`config.mk`:
```
export PLATFORM = sky130hd
export DESIGN_NAME = usb_fs_rx_top
export DESIGN_NICKNAME = d
export VERILOG_FILES = /design/src/rtl/usb_rx_pkg.sv /design/src/rtl/usb_bit_decoder.sv /design/src/rtl/usb_crc_check.sv /design/src/rtl/usb_fs_rx_top.sv /design/src/rtl/usb_line_recovery.sv /design/src/rtl/usb_packet_decoder.sv
export SDC_FILE = /design/constraint.sdc
export NUM_CORES = 1
export LEC_CHECK = 0
export ABC_AREA = 1
export BUFFER_PORTS_ARGS = -buffer_cell sky130_fd_sc_hd__buf_2
export CORE_MARGIN = 8
export CORE_UTILIZATION = 25
export DETAILED_ROUTE_END_ITERATION = 16
export MAX_ROUTING_LAYER = met4
export SLEW_MARGIN = 25
export SYNTH_ARGS = -nofsm -noshare
export SYNTH_HDL_FRONTEND = slang
export SYNTH_SLANG_ARGS = --single-unit
```
`constraint.sdc`:
```
create_clock -name clk_i -period 2.7 [get_ports clk_i]
set_clock_uncertainty 0.15 [all_clocks]
set_input_delay 0.135 -clock clk_i [delete_from_list [all_inputs] [get_ports clk_i]]
set_output_delay 0.135 -clock clk_i [all_outputs]
set_load 0.005 [all_outputs]
```
`src/rtl/usb_rx_pkg.sv`:
```
// shared types and constants for the full-speed USB packet receiver
// every RTL file refers to these by scoped name

package usb_rx_pkg;

  // line states with J and K taken straight from the {dp, dn} pair
  typedef enum logic [2:0] {
    LS_SE0 = 3'b000,
    LS_K   = 3'b001,
    LS_J   = 3'b010,
    LS_DT  = 3'b100
  } line_state_e;

  // phase count at which a settled symbol is taken, two cycles past a realign
  localparam logic [1:0] SAMPLE_PHASE = 2'd1;

  // symbol history holds six 2-bit symbols with the newest in the low bits
  localparam logic [11:0] HIST_RESET   = 12'b01_01_01_01_01_01;
  localparam logic [11:0] SYNC_PATTERN = 12'b01_10_01_10_01_01;

  typedef enum logic [3:0] {
    PID_OUT   = 4'b0001,
    PID_IN    = 4'b1001,
    PID_SOF   = 4'b0101,
    PID_SETUP = 4'b1101,
    PID_DATA0 = 4'b0011,
    PID_DATA1 = 4'b1011,
    PID_ACK   = 4'b0010,
    PID_NAK   = 4'b1010,
    PID_STALL = 4'b1110
  } pid_e;

  // the two low PID bits give the packet class
  localparam logic [1:0] PID_TYPE_TOKEN     = 2'b01;
  localparam logic [1:0] PID_TYPE_DATA      = 2'b11;
  localparam logic [1:0] PID_TYPE_HANDSHAKE = 2'b10;

  localparam logic [4:0]  CRC5_POLY     = 5'b00101;
  localparam logic [4:0]  CRC5_RESIDUE  = 5'b01100;
  localparam logic [15:0] CRC16_POLY    = 16'h8005;
  localparam logic [15:0] CRC16_RESIDUE = 16'h800D;

  typedef struct packed {
    logic       strobe;
    logic [1:0] symbol;
  } line_sample_t;

  typedef struct packed {
    logic bit_valid;
    logic bit_value;
    logic pkt_start;
    logic pkt_end;
    logic stuff_err;
  } rx_bit_t;

  // the 11 token bits are either address and endpoint or a frame number
  typedef union packed {
    struct packed {
      logic [3:0] endp;
      logic [6:0] addr;
    } fields;
    logic [10:0] frame;
  } token_fields_t;

  typedef struct packed {
    pid_e pid;
    logic pid_ok;
    logic packet_ok;
    logic crc5_err;
    logic crc16_err;
    logic pid_err;
    logic stuff_err;
  } rx_status_t;

endpackage

```
`src/rtl/usb_bit_decoder.sv`:
```
// second receive stage, frames packets on sync and EOP in the symbol history
// then undoes NRZI and bit stuffing to give one strobe per payload bit
`timescale 1ns/10ps

module usb_bit_decoder (
  input  logic                     clk_i,
  input  logic                     rst_ni,
  input  usb_rx_pkg::line_sample_t sample_i,
  output usb_rx_pkg::rx_bit_t      bit_o
);

  logic [11:0] hist_q;
  logic        hist_upd_q;
  logic        pkt_valid_q, pkt_valid_d;
  logic [6:0]  run_q;
  logic        stuff_err_q;
  logic        see_sync, see_eop, pair_ok;
  logic        raw_valid, raw_bit;
  logic        pkt_start, pkt_end;

  // hist_upd_q marks the cycle in which the history holds a fresh symbol
  always_ff @(posedge clk_i or negedge rst_ni) begin
    if (!rst_ni) begin
      hist_q     <= usb_rx_pkg::HIST_RESET;
      hist_upd_q <= 1'b0;
    end else begin
      hist_upd_q <= sample_i.strobe;
      if (sample_i.strobe) begin
        hist_q <= {hist_q[9:0], sample_i.symbol};
      end
    end
  end

  //////////////////////
  // packet framing
  //////////////////////

  assign see_sync = (hist_q == usb_rx_pkg::SYNC_PATTERN);
  // end of packet is two SE0 bit times, or an early stop on a stuffing error
  assign see_eop  = (hist_q[3:0] == 4'b0000) || stuff_err_q;

  always_comb begin
    pkt_valid_d = pkt_valid_q;
    if (hist_upd_q) begin
      if (!pkt_valid_q && see_sync) begin
        pkt_valid_d = 1'b1;
      end else if (pkt_valid_q && see_eop) begin
        pkt_valid_d = 1'b0;
      end
    end
  end

  always_ff @(posedge clk_i or negedge rst_ni) begin
    if (!rst_ni) begin
      pkt_valid_q <= 1'b0;
    end else begin
      pkt_valid_q <= pkt_valid_d;
    end
  end

  assign pkt_start = pkt_valid_d & ~pkt_valid_q;
  assign pkt_end   = ~pkt_valid_d & pkt_valid_q;

  //////////////////////
  // NRZI and unstuff
  //////////////////////

  // J and K differ on both wires, so an odd pair is a data symbol
  assign pair_ok   = (^hist_q[3:2]) && (^hist_q[1:0]);
  assign raw_valid = hist_upd_q && pkt_valid_q && !see_eop && pair_ok;
  // no change between symbols is a one, a change is a zero
  assign raw_bit   = (hist_q[3:2] == hist_q[1:0]);

  // every raw bit enters the run history, stuffed zeros included
  always_ff @(posedge clk_i or negedge rst_ni) begin
    if (!rst_ni) begin
      run_q       <= 7'd0;
      stuff_err_q <= 1'b0;
    end else if (pkt_start) begin
      run_q       <= 7'd0;
      stuff_err_q <= 1'b0;
    end else begin
      if (raw_valid) begin
        run_q <= {run_q[5:0], raw_bit};
      end
      // seven ones in a row are illegal anywhere in the packet
      if (&run_q) begin
        stuff_err_q <= 1'b1;
      end
    end
  end

  // the bit after six ones is the stuffed one and is dropped
  assign bit_o.bit_valid = raw_valid && (run_q[5:0] != 6'h3f);
  assign bit_o.bit_value = raw_bit;
  assign bit_o.pkt_start = pkt_start;
  assign bit_o.pkt_end   = pkt_end;
  assign bit_o.stuff_err = pkt_end && stuff_err_q;

  // one bit per four clocks at most, so the packet decoder never sees two bits close together
  a_bit_spacing: assert property (@(posedge clk_i) disable iff (!rst_ni)
    bit_o.bit_valid |-> !$past(bit_o.bit_valid) && !$past(bit_o.bit_valid, 2) &&
                        !$past(bit_o.bit_valid, 3));

endmodule

```
`src/rtl/usb_crc_check.sv`:
```
// serial CRC5 and CRC16 over the payload bits that follow the PID
// both registers run on every bit, the packet decoder picks the one it needs
`timescale 1ns/10ps

module usb_crc_check (
  input  logic clk_i,
  input  logic rst_ni,
  input  logic start_i,
  input  logic bit_valid_i,
  input  logic bit_i,
  output logic crc5_ok_o,
  output logic crc16_ok_o
);

  logic [4:0]  crc5_q;
  logic [15:0] crc16_q;
  logic        crc5_fb, crc16_fb;

  // feedback is the incoming bit against the top of each register
  assign crc5_fb  = bit_i ^ crc5_q[4];
  assign crc16_fb = bit_i ^ crc16_q[15];

  // both registers preset to all ones at the start of every packet
  always_ff @(posedge clk_i or negedge rst_ni) begin
    if (!rst_ni) begin
      crc5_q  <= '1;
      crc16_q <= '1;
    end else if (start_i) begin
      crc5_q  <= '1;
      crc16_q <= '1;
    end else if (bit_valid_i) begin
      crc5_q  <= {crc5_q[3:0], 1'b0} ^ ({5{crc5_fb}} & usb_rx_pkg::CRC5_POLY);
      crc16_q <= {crc16_q[14:0], 1'b0} ^ ({16{crc16_fb}} & usb_rx_pkg::CRC16_POLY);
    end
  end

  // running the received CRC through the register leaves a fixed residue
  assign crc5_ok_o  = (crc5_q == usb_rx_pkg::CRC5_RESIDUE);
  assign crc16_ok_o = (crc16_q == usb_rx_pkg::CRC16_RESIDUE);

endmodule

```
`src/rtl/usb_fs_rx_top.sv`:
```
// full-speed USB receiver top, dp/dn in at four clk_i cycles per bit
// chains line recovery, bit decoding and packet decoding
`timescale 1ns/10ps

module usb_fs_rx_top (
  input  logic                      clk_i,
  input  logic                      rst_ni,
  input  logic                      usb_dp_i,
  input  logic                      usb_dn_i,
  output logic                      pkt_start_o,
  output logic                      pkt_end_o,
  output logic                      rx_data_put_o,
  output logic [7:0]                rx_data_o,
  output usb_rx_pkg::token_fields_t token_o,
  output usb_rx_pkg::rx_status_t    status_o
);

  usb_rx_pkg::line_sample_t line_sample;
  usb_rx_pkg::rx_bit_t      rx_bit;

  // stage 1 recovers line state and the mid-bit strobe
  usb_line_recovery usb_line_recovery_inst (
    .clk_i    (clk_i),
    .rst_ni   (rst_ni),
    .usb_dp_i (usb_dp_i),
    .usb_dn_i (usb_dn_i),
    .sample_o (line_sample)
  );

  // stage 2 frames packets and recovers the unstuffed bits
  usb_bit_decoder usb_bit_decoder_inst (
    .clk_i    (clk_i),
    .rst_ni   (rst_ni),
    .sample_i (line_sample),
    .bit_o    (rx_bit)
  );

  // stage 3 checks the packet and delivers bytes and fields
  usb_packet_decoder usb_packet_decoder_inst (
    .clk_i      (clk_i),
    .rst_ni     (rst_ni),
    .bit_i      (rx_bit),
    .data_put_o (rx_data_put_o),
    .data_o     (rx_data_o),
    .token_o    (token_o),
    .status_o   (status_o)
  );

  assign pkt_start_o = rx_bit.pkt_start;
  assign pkt_end_o   = rx_bit.pkt_end;

endmodule

```
`src/rtl/usb_line_recovery.sv`:
```
// first receive stage, turns the oversampled dp/dn pair into one symbol per bit
// the strobe marks the mid-bit sample that the bit decoder consumes
`timescale 1ns/10ps

module usb_line_recovery (
  input  logic                     clk_i,
  input  logic                     rst_ni,
  input  logic                     usb_dp_i,
  input  logic                     usb_dn_i,
  output usb_rx_pkg::line_sample_t sample_o
);

  usb_rx_pkg::line_state_e state_q, state_d;
  logic [1:0]              dpair;
  logic [1:0]              phase_q;

  assign dpair = {usb_dp_i, usb_dn_i};

  ////////////////////
  // line state FSM
  ////////////////////

  // a change on the pair first parks the FSM in the transition state
  // the pair is taken one cycle later, once both wires have settled
  // so skew between dp and dn never shows up as a short SE0
  always_comb begin
    state_d = state_q;
    if (state_q == usb_rx_pkg::LS_DT) begin
      state_d = usb_rx_pkg::line_state_e'({1'b0, dpair});
    end else if (dpair != state_q[1:0]) begin
      state_d = usb_rx_pkg::LS_DT;
    end
  end

  always_ff @(posedge clk_i or negedge rst_ni) begin
    if (!rst_ni) begin
      state_q <= usb_rx_pkg::LS_SE0;
    end else begin
      state_q <= state_d;
    end
  end

  ////////////////////
  // clock recovery
  ////////////////////

  // every line edge realigns the phase so the sample lands mid-bit
  // with four clocks per bit the counter simply wraps between edges
  always_ff @(posedge clk_i or negedge rst_ni) begin
    if (!rst_ni) begin
      phase_q <= 2'd0;
    end else if (state_q == usb_rx_pkg::LS_DT) begin
      phase_q <= 2'd0;
    end else begin
      phase_q <= phase_q + 2'd1;
    end
  end

  // never sample during a transition, the symbol is only J, K or SE0
  assign sample_o.strobe = (phase_q == usb_rx_pkg::SAMPLE_PHASE) &&
                           (state_q != usb_rx_pkg::LS_DT);
  assign sample_o.symbol = state_q[1:0];

  // a clean line settles within one clock, so a pair still moving in the transition state is noise
  a_dt_single_cycle: assert property (@(posedge clk_i) disable iff (!rst_ni)
    state_q == usb_rx_pkg::LS_DT |-> dpair == $past(dpair));

endmodule

```
`src/rtl/usb_packet_decoder.sv`:
```
// third receive stage, checks the PID, counts length and runs the CRCs
// it assembles data bytes and token fields and reports status at pkt_end
`timescale 1ns/10ps

module usb_packet_decoder (
  input  logic                      clk_i,
  input  logic                      rst_ni,
  input  usb_rx_pkg::rx_bit_t       bit_i,
  output logic                      data_put_o,
  output logic [7:0]                data_o,
  output usb_rx_pkg::token_fields_t token_o,
  output usb_rx_pkg::rx_status_t    status_o
);

  logic [8:0]  pid_q;
  logic        pid_done, pid_ok;
  logic [1:0]  pid_type;
  logic        is_token, is_data, is_hs;
  logic        pay_valid;
  logic [3:0]  len_q;
  logic        len16_q, over16_q;
  logic        len_tok_ok, len_data_ok, len_hs_ok;
  logic [10:0] tok_q;
  logic [8:0]  byte_q;
  logic        stuff_seen_q, stuff_any;
  logic        crc5_ok, crc16_ok;

  // the PID shifts in LSB first behind a sentinel that marks eight bits
  assign pid_done  = pid_q[0];
  assign pid_ok    = (pid_q[4:1] == ~pid_q[8:5]);
  assign pid_type  = pid_q[2:1];
  assign is_token  = (pid_type == usb_rx_pkg::PID_TYPE_TOKEN);
  assign is_data   = (pid_type == usb_rx_pkg::PID_TYPE_DATA);
  assign is_hs     = (pid_type == usb_rx_pkg::PID_TYPE_HANDSHAKE);
  assign pay_valid = bit_i.bit_valid && pid_done;

  // tokens are exactly 16 bits, data is byte aligned with at least the CRC16
  assign len_tok_ok  = len16_q && !over16_q;
  assign len_data_ok = len16_q && (len_q[2:0] == 3'd0);
  assign len_hs_ok   = !len16_q && (len_q == 4'd0);

  always_ff @(posedge clk_i or negedge rst_ni) begin
    if (!rst_ni) begin
      pid_q        <= 9'd0;
      len_q        <= 4'd0;
      len16_q      <= 1'b0;
      over16_q     <= 1'b0;
      tok_q        <= 11'd0;
      byte_q       <= 9'd0;
      stuff_seen_q <= 1'b0;
    end else if (bit_i.pkt_start) begin
      pid_q        <= 9'h100;
      len_q        <= 4'd0;
      len16_q      <= 1'b0;
      over16_q     <= 1'b0;
      tok_q        <= 11'd0;
      byte_q       <= 9'h100;
      stuff_seen_q <= 1'b0;
    end else begin
      if (bit_i.bit_valid && !pid_done) begin
        pid_q <= {bit_i.bit_value, pid_q[8:1]};
      end
      if (pay_valid) begin
        len_q    <= len_q + 4'd1;
        len16_q  <= len16_q | (&len_q);
        over16_q <= over16_q | len16_q;
      end
      // only the first 11 token bits are fields, the CRC5 follows them
      if (pay_valid && is_token && !len16_q && (len_q < 4'd11)) begin
        tok_q <= {bit_i.bit_value, tok_q[10:1]};
      end
      // a full byte is shown for one cycle and the shifter rearms behind it
      if (byte_q[0]) begin
        byte_q <= 9'h100;
      end else if (pay_valid && is_data) begin
        byte_q <= {bit_i.bit_value, byte_q[8:1]};
      end
      if (bit_i.stuff_err) begin
        stuff_seen_q <= 1'b1;
      end
    end
  end

  usb_crc_check usb_crc_check_inst (
    .clk_i       (clk_i),
    .rst_ni      (rst_ni),
    .start_i     (bit_i.pkt_start),
    .bit_valid_i (pay_valid),
    .bit_i       (bit_i.bit_value),
    .crc5_ok_o   (crc5_ok),
    .crc16_ok_o  (crc16_ok)
  );

  assign data_put_o = byte_q[0];
  assign data_o     = byte_q[8:1];
  assign token_o    = usb_rx_pkg::token_fields_t'(tok_q);

  // the stuffing flag arrives on pkt_end itself and is held after it
  assign stuff_any = stuff_seen_q || bit_i.stuff_err;

  assign status_o.pid       = usb_rx_pkg::pid_e'(pid_q[4:1]);
  assign status_o.pid_ok    = pid_ok;
  assign status_o.packet_ok = pid_ok && !stuff_any &&
                              ((is_hs && len_hs_ok) ||
                               (is_data && len_data_ok && crc16_ok) ||
                               (is_token && len_tok_ok && crc5_ok));
  assign status_o.crc5_err  = bit_i.pkt_end && is_token && !crc5_ok;
  assign status_o.crc16_err = bit_i.pkt_end && is_data && !crc16_ok;
  assign status_o.pid_err   = bit_i.pkt_end && !pid_ok;
  assign status_o.stuff_err = bit_i.stuff_err;

  // the rearm cycle of the byte shifter takes no bit, so a bit arriving then would be lost
  a_no_bit_lost: assert property (@(posedge clk_i) disable iff (!rst_ni)
    data_put_o |-> !bit_i.bit_valid);

endmodule

```
==> metrics.yaml <==
finish:
  areaGrowthSynthToFinish_pct: 16.3
  drive_gt1_frac: 0.187
  finalNonFillerCells: 754
  antennaDiodeCount: 0
  mostFrequentLayoutCells: "nand2_1, inv_1, dfrtp_1, nand3_1, buf_2"
  nNetsFinal: 540
  mostFrequentLayoutCell: "nand2_1"
  final-seq-area_um2: 2140
  fillCellCount: 1777
  multi_input_area_um2: 1610
sta:
  maxSlewViolCount: 0
  grt_setup_unrepaired: "false"
  fin_setup_tns_ns: 0
  period_needed_ns: 2.55
  timing.final.crit_share: 0.945
  tightest_slew_ns: 0.907
  hold_viol_final: 0
  worst_slack_ns: 0.147
  timing.fmax_ghz: 0.392
  relSlewSlack: 0.395
  setup_viol: 0
  hold_ws_ns: 0.281
setup_path:
  cp.depth: 9
  cp.arrival_ns: 2.27
  path_class: "reg2out"
  r2r_slack_ns: 0.41
  critical-path-max-stage-delay_ns: 0.56
  reg2regPathDepth: 11
  cp-start-kind: "flop"
  reg2reg_to: "usb_packet_decoder_inst.token_o[10]"
  worst-path-buf-inv: 4
  end_kind: "output pin"
  cp_max_fo: 57
  slowest_stage: "dfstp_2"
  required_ns: 2.41
  crit_end: "pkt_start_o"
  cp-startpoint: "usb_bit_decoder_inst.hist_q[0]"
  rr_startpoint: "usb_bit_decoder_inst.hist_q[0]"
  crit_chain: "inv_1 -> ha_1 -> nand2_1 -> nand2_2 -> nand2_2 -> nand4_1 -> buf_12 -> inv_1 -> buf_2"
  crit_family: "buffers and inverters"
placed_design:
  gp_congestion: 0.779
  hpwl_um: 6440
  dp_cells: 735
  portBuffers: 35
  pre_cts_slack_ns: 0.389
logic_synthesis:
  synth_area_leaders: "dfrtp_1, dfstp_2, nand2_1, nand3_1, inv_1"
  synth_area_leader_cell: "dfrtp_1"
  synthCells: 494
  netlist_area_um2: 4130
  syn_avg_cell_area_um2: 8.37
  postSynthRegisterBits: 84
  syn_nets: 505
  ys_seq_area_frac: 0.517
  yosysWarnings: 0
  synth_cell_types: 32
  synth_top_area_share: 0.345
power:
  power.leakage_nw: 2.46
  power.switching_w: 0.000923
  combinationalPowerShare: 0.170
  p_sw_frac: 0.295
  max-vdd-ir-drop_mv: 0.345
  p_seq_frac: 0.469
  p_int_w: 0.00220
  p_per_area_nw_per_um2: 650
  p_clk_frac: 0.361
floorplanning:
  num_rows: 47
  die_y_um: 145
  pin_count: 36
  start_util: 0.253
  core-area_um2: 16300
  die_w_um: 145
  die_area_um2: 20900
routing:
  drcViolationCount: 0
  totalWireLength_um: 9230
  via_count: 3179
  first_pass_iters: 5
  drtIter0Drc: 213
  ant_nets: 0
  viasPerCell: 4.22
  drt-wirelength-per-cell_um: 12.2
clock_tree:
  clk_pin_slew_ns: 0.06
  clockRootBuffer: "clkbuf_16"
  numClockSinks: 84
  cts_resized: 0
  postCtsSetupRepairBufs: 0
  clock_path_buffers: 2
  cts_buffers: 9
  cts-htree-levels: 3
  cts_hold_buf: 3
  cts_tree: "yes"
  insertion_delay_ns: 0.34
grt:
  busiest_layer: "met2"
  grt_max_degree: 71
  use_met1: 0.132
  grtUsageMet2: 0.145
  grt_first_pass_wirelength_um: 16000
  antenna_found_initial: 0
  use_met3: 0.0251
  first_global_vias: 3149
  grt_usage: 0.0997
  overflow: 0
min_path:
  min-delay-path-class: "reg2reg"
status:
  status: "complete, no violations"
run:
  max-cap-violations: 0
==> cells by family (layout without fill, tap and decap cells) <==
group	count (synthesis)	count (layout)	share of synthesized area
and+or+nand+nor	259	259	0.284
buffers and inverters	87	127	0.0942
DFF	84	84	0.517
AOI/OAI and AO/OA	48	48	0.0645
xor gates and xnor gates	9	9	0.0191
adders and majority gates	7	7	0.0212
==> flip-flops by register name (all words and copies together) (netlist names), 2 cells and up <==
| register | count |
|---|---|
| usb_packet_decoder_inst.byte_q | 9 |
| usb_packet_decoder_inst.len_q | 4 |
| usb_packet_decoder_inst.usb_crc_check_inst.crc16_q | 16 |
| usb_packet_decoder_inst.pid_q | 9 |
| usb_bit_decoder_inst.run_q | 7 |
| usb_packet_decoder_inst.usb_crc_check_inst.crc5_q | 5 |
| usb_line_recovery_inst.state_q | 3 |
| usb_bit_decoder_inst.hist_q | 12 |
| usb_line_recovery_inst.phase_q | 2 |
| usb_packet_decoder_inst.token_o | 11 |
==> power by group through the flow <==
stage	logic (W)	clock network, W	registers [W]
after global placement	0.000535	0	0.00149
after global routing	0.000640	0.00121	0.00148
after detailed placement	0.000538	0	0.00149
after CTS	0.000545	0.00115	0.00147
final	0.000531	0.00113	0.00147
after floorplan	0.000391	0	0.00147
==> per-stage QoR <==
| stage | utilization | power [W] | cell area, um^2 |
|---|---|---|---|
| 2_1_floorplan | - | 0.00186 | 4130 |
| 3_3_place_gp | 0.276 | 0.00202 | 4510 |
| 3_5_place_dp | 0.276 | 0.00203 | 4510 |
| 4_1_cts | 0.294 | 0.00317 | 4810 |
| 5_1_grt | 0.294 | 0.00334 | 4810 |
| 6_report | 0.294 | 0.00313 | 4810 |
==> worst register-to-register path, stage by stage (launching register included) <==
cell     delay [ns]
dfstp_2        0.56
inv_1          0.07
ha_1           0.27
nand2_1        0.07
inv_1          0.09
nand2_4        0.07
nor2_8         0.14
nand2_4        0.10
nor2_8         0.27
nand2_2        0.22
nand3_1        0.12
nand2_1        0.06
==> worst min-delay path by stage <==
stage | slack, ns | start | cells after the start | end
global route | 0.30 | usb_line_recovery_inst.phase_q[0] | 1 | usb_line_recovery_inst.phase_q[0]
floorplan | -0.31 | rst_ni | 0 | usb_bit_decoder_inst.hist_q[11]
CTS | 0.29 | usb_line_recovery_inst.phase_q[0] | 1 | usb_line_recovery_inst.phase_q[0]
finish | 0.28 | usb_line_recovery_inst.phase_q[0] | 1 | usb_line_recovery_inst.phase_q[0]
detailed placement | 0.18 | rst_ni | 1 | usb_packet_decoder_inst.pid_q[4]
global placement | 0.18 | rst_ni | 1 | usb_packet_decoder_inst.pid_q[4]
==> per-layer routing <==
metal  vias up  part of all wire
li1       1636                 -
met1      1488              0.50
met2        49              0.45
met3         6             0.041
met4         0             0.011
met5         -                 0
==> cell usage after synthesis <==
library cell	count
a211oi_1	1
a21oi_1	12
a31oi_1	1
buf_2	8
buf_4	10
buf_6	2
clkbuf_1	2
clkinv_1	3
dfrtp_1	57
dfstp_2	27
ha_1	7
inv_1	61
inv_2	1
nand2_1	145
nand2_2	6
nand2_4	2
nand3_1	56
nand3b_1	2
nand4_1	11
nand4_2	1
nor2_1	25
nor2_2	2
nor2_4	1
nor2_8	2
nor3_1	4
nor3_2	1
o211ai_1	9
o21ai_0	21
o21ai_1	4
or2_2	1
xnor2_1	8
xor2_1	1
==> cell type report <==
| cell class | instances | area share |
|---|---|---|
| sequential | 84 | 0.444 |
| multi-input combinational | 323 | 0.334 |
| timing repair buffer | 46 | 0.0583 |
| tap | 220 | 0.0572 |
| clock buffer | 13 | 0.0520 |
| inverter | 65 | 0.0507 |
| clock inverter | 3 | 0.00312 |
Note: power is estimated with default switching activity, not from simulation.
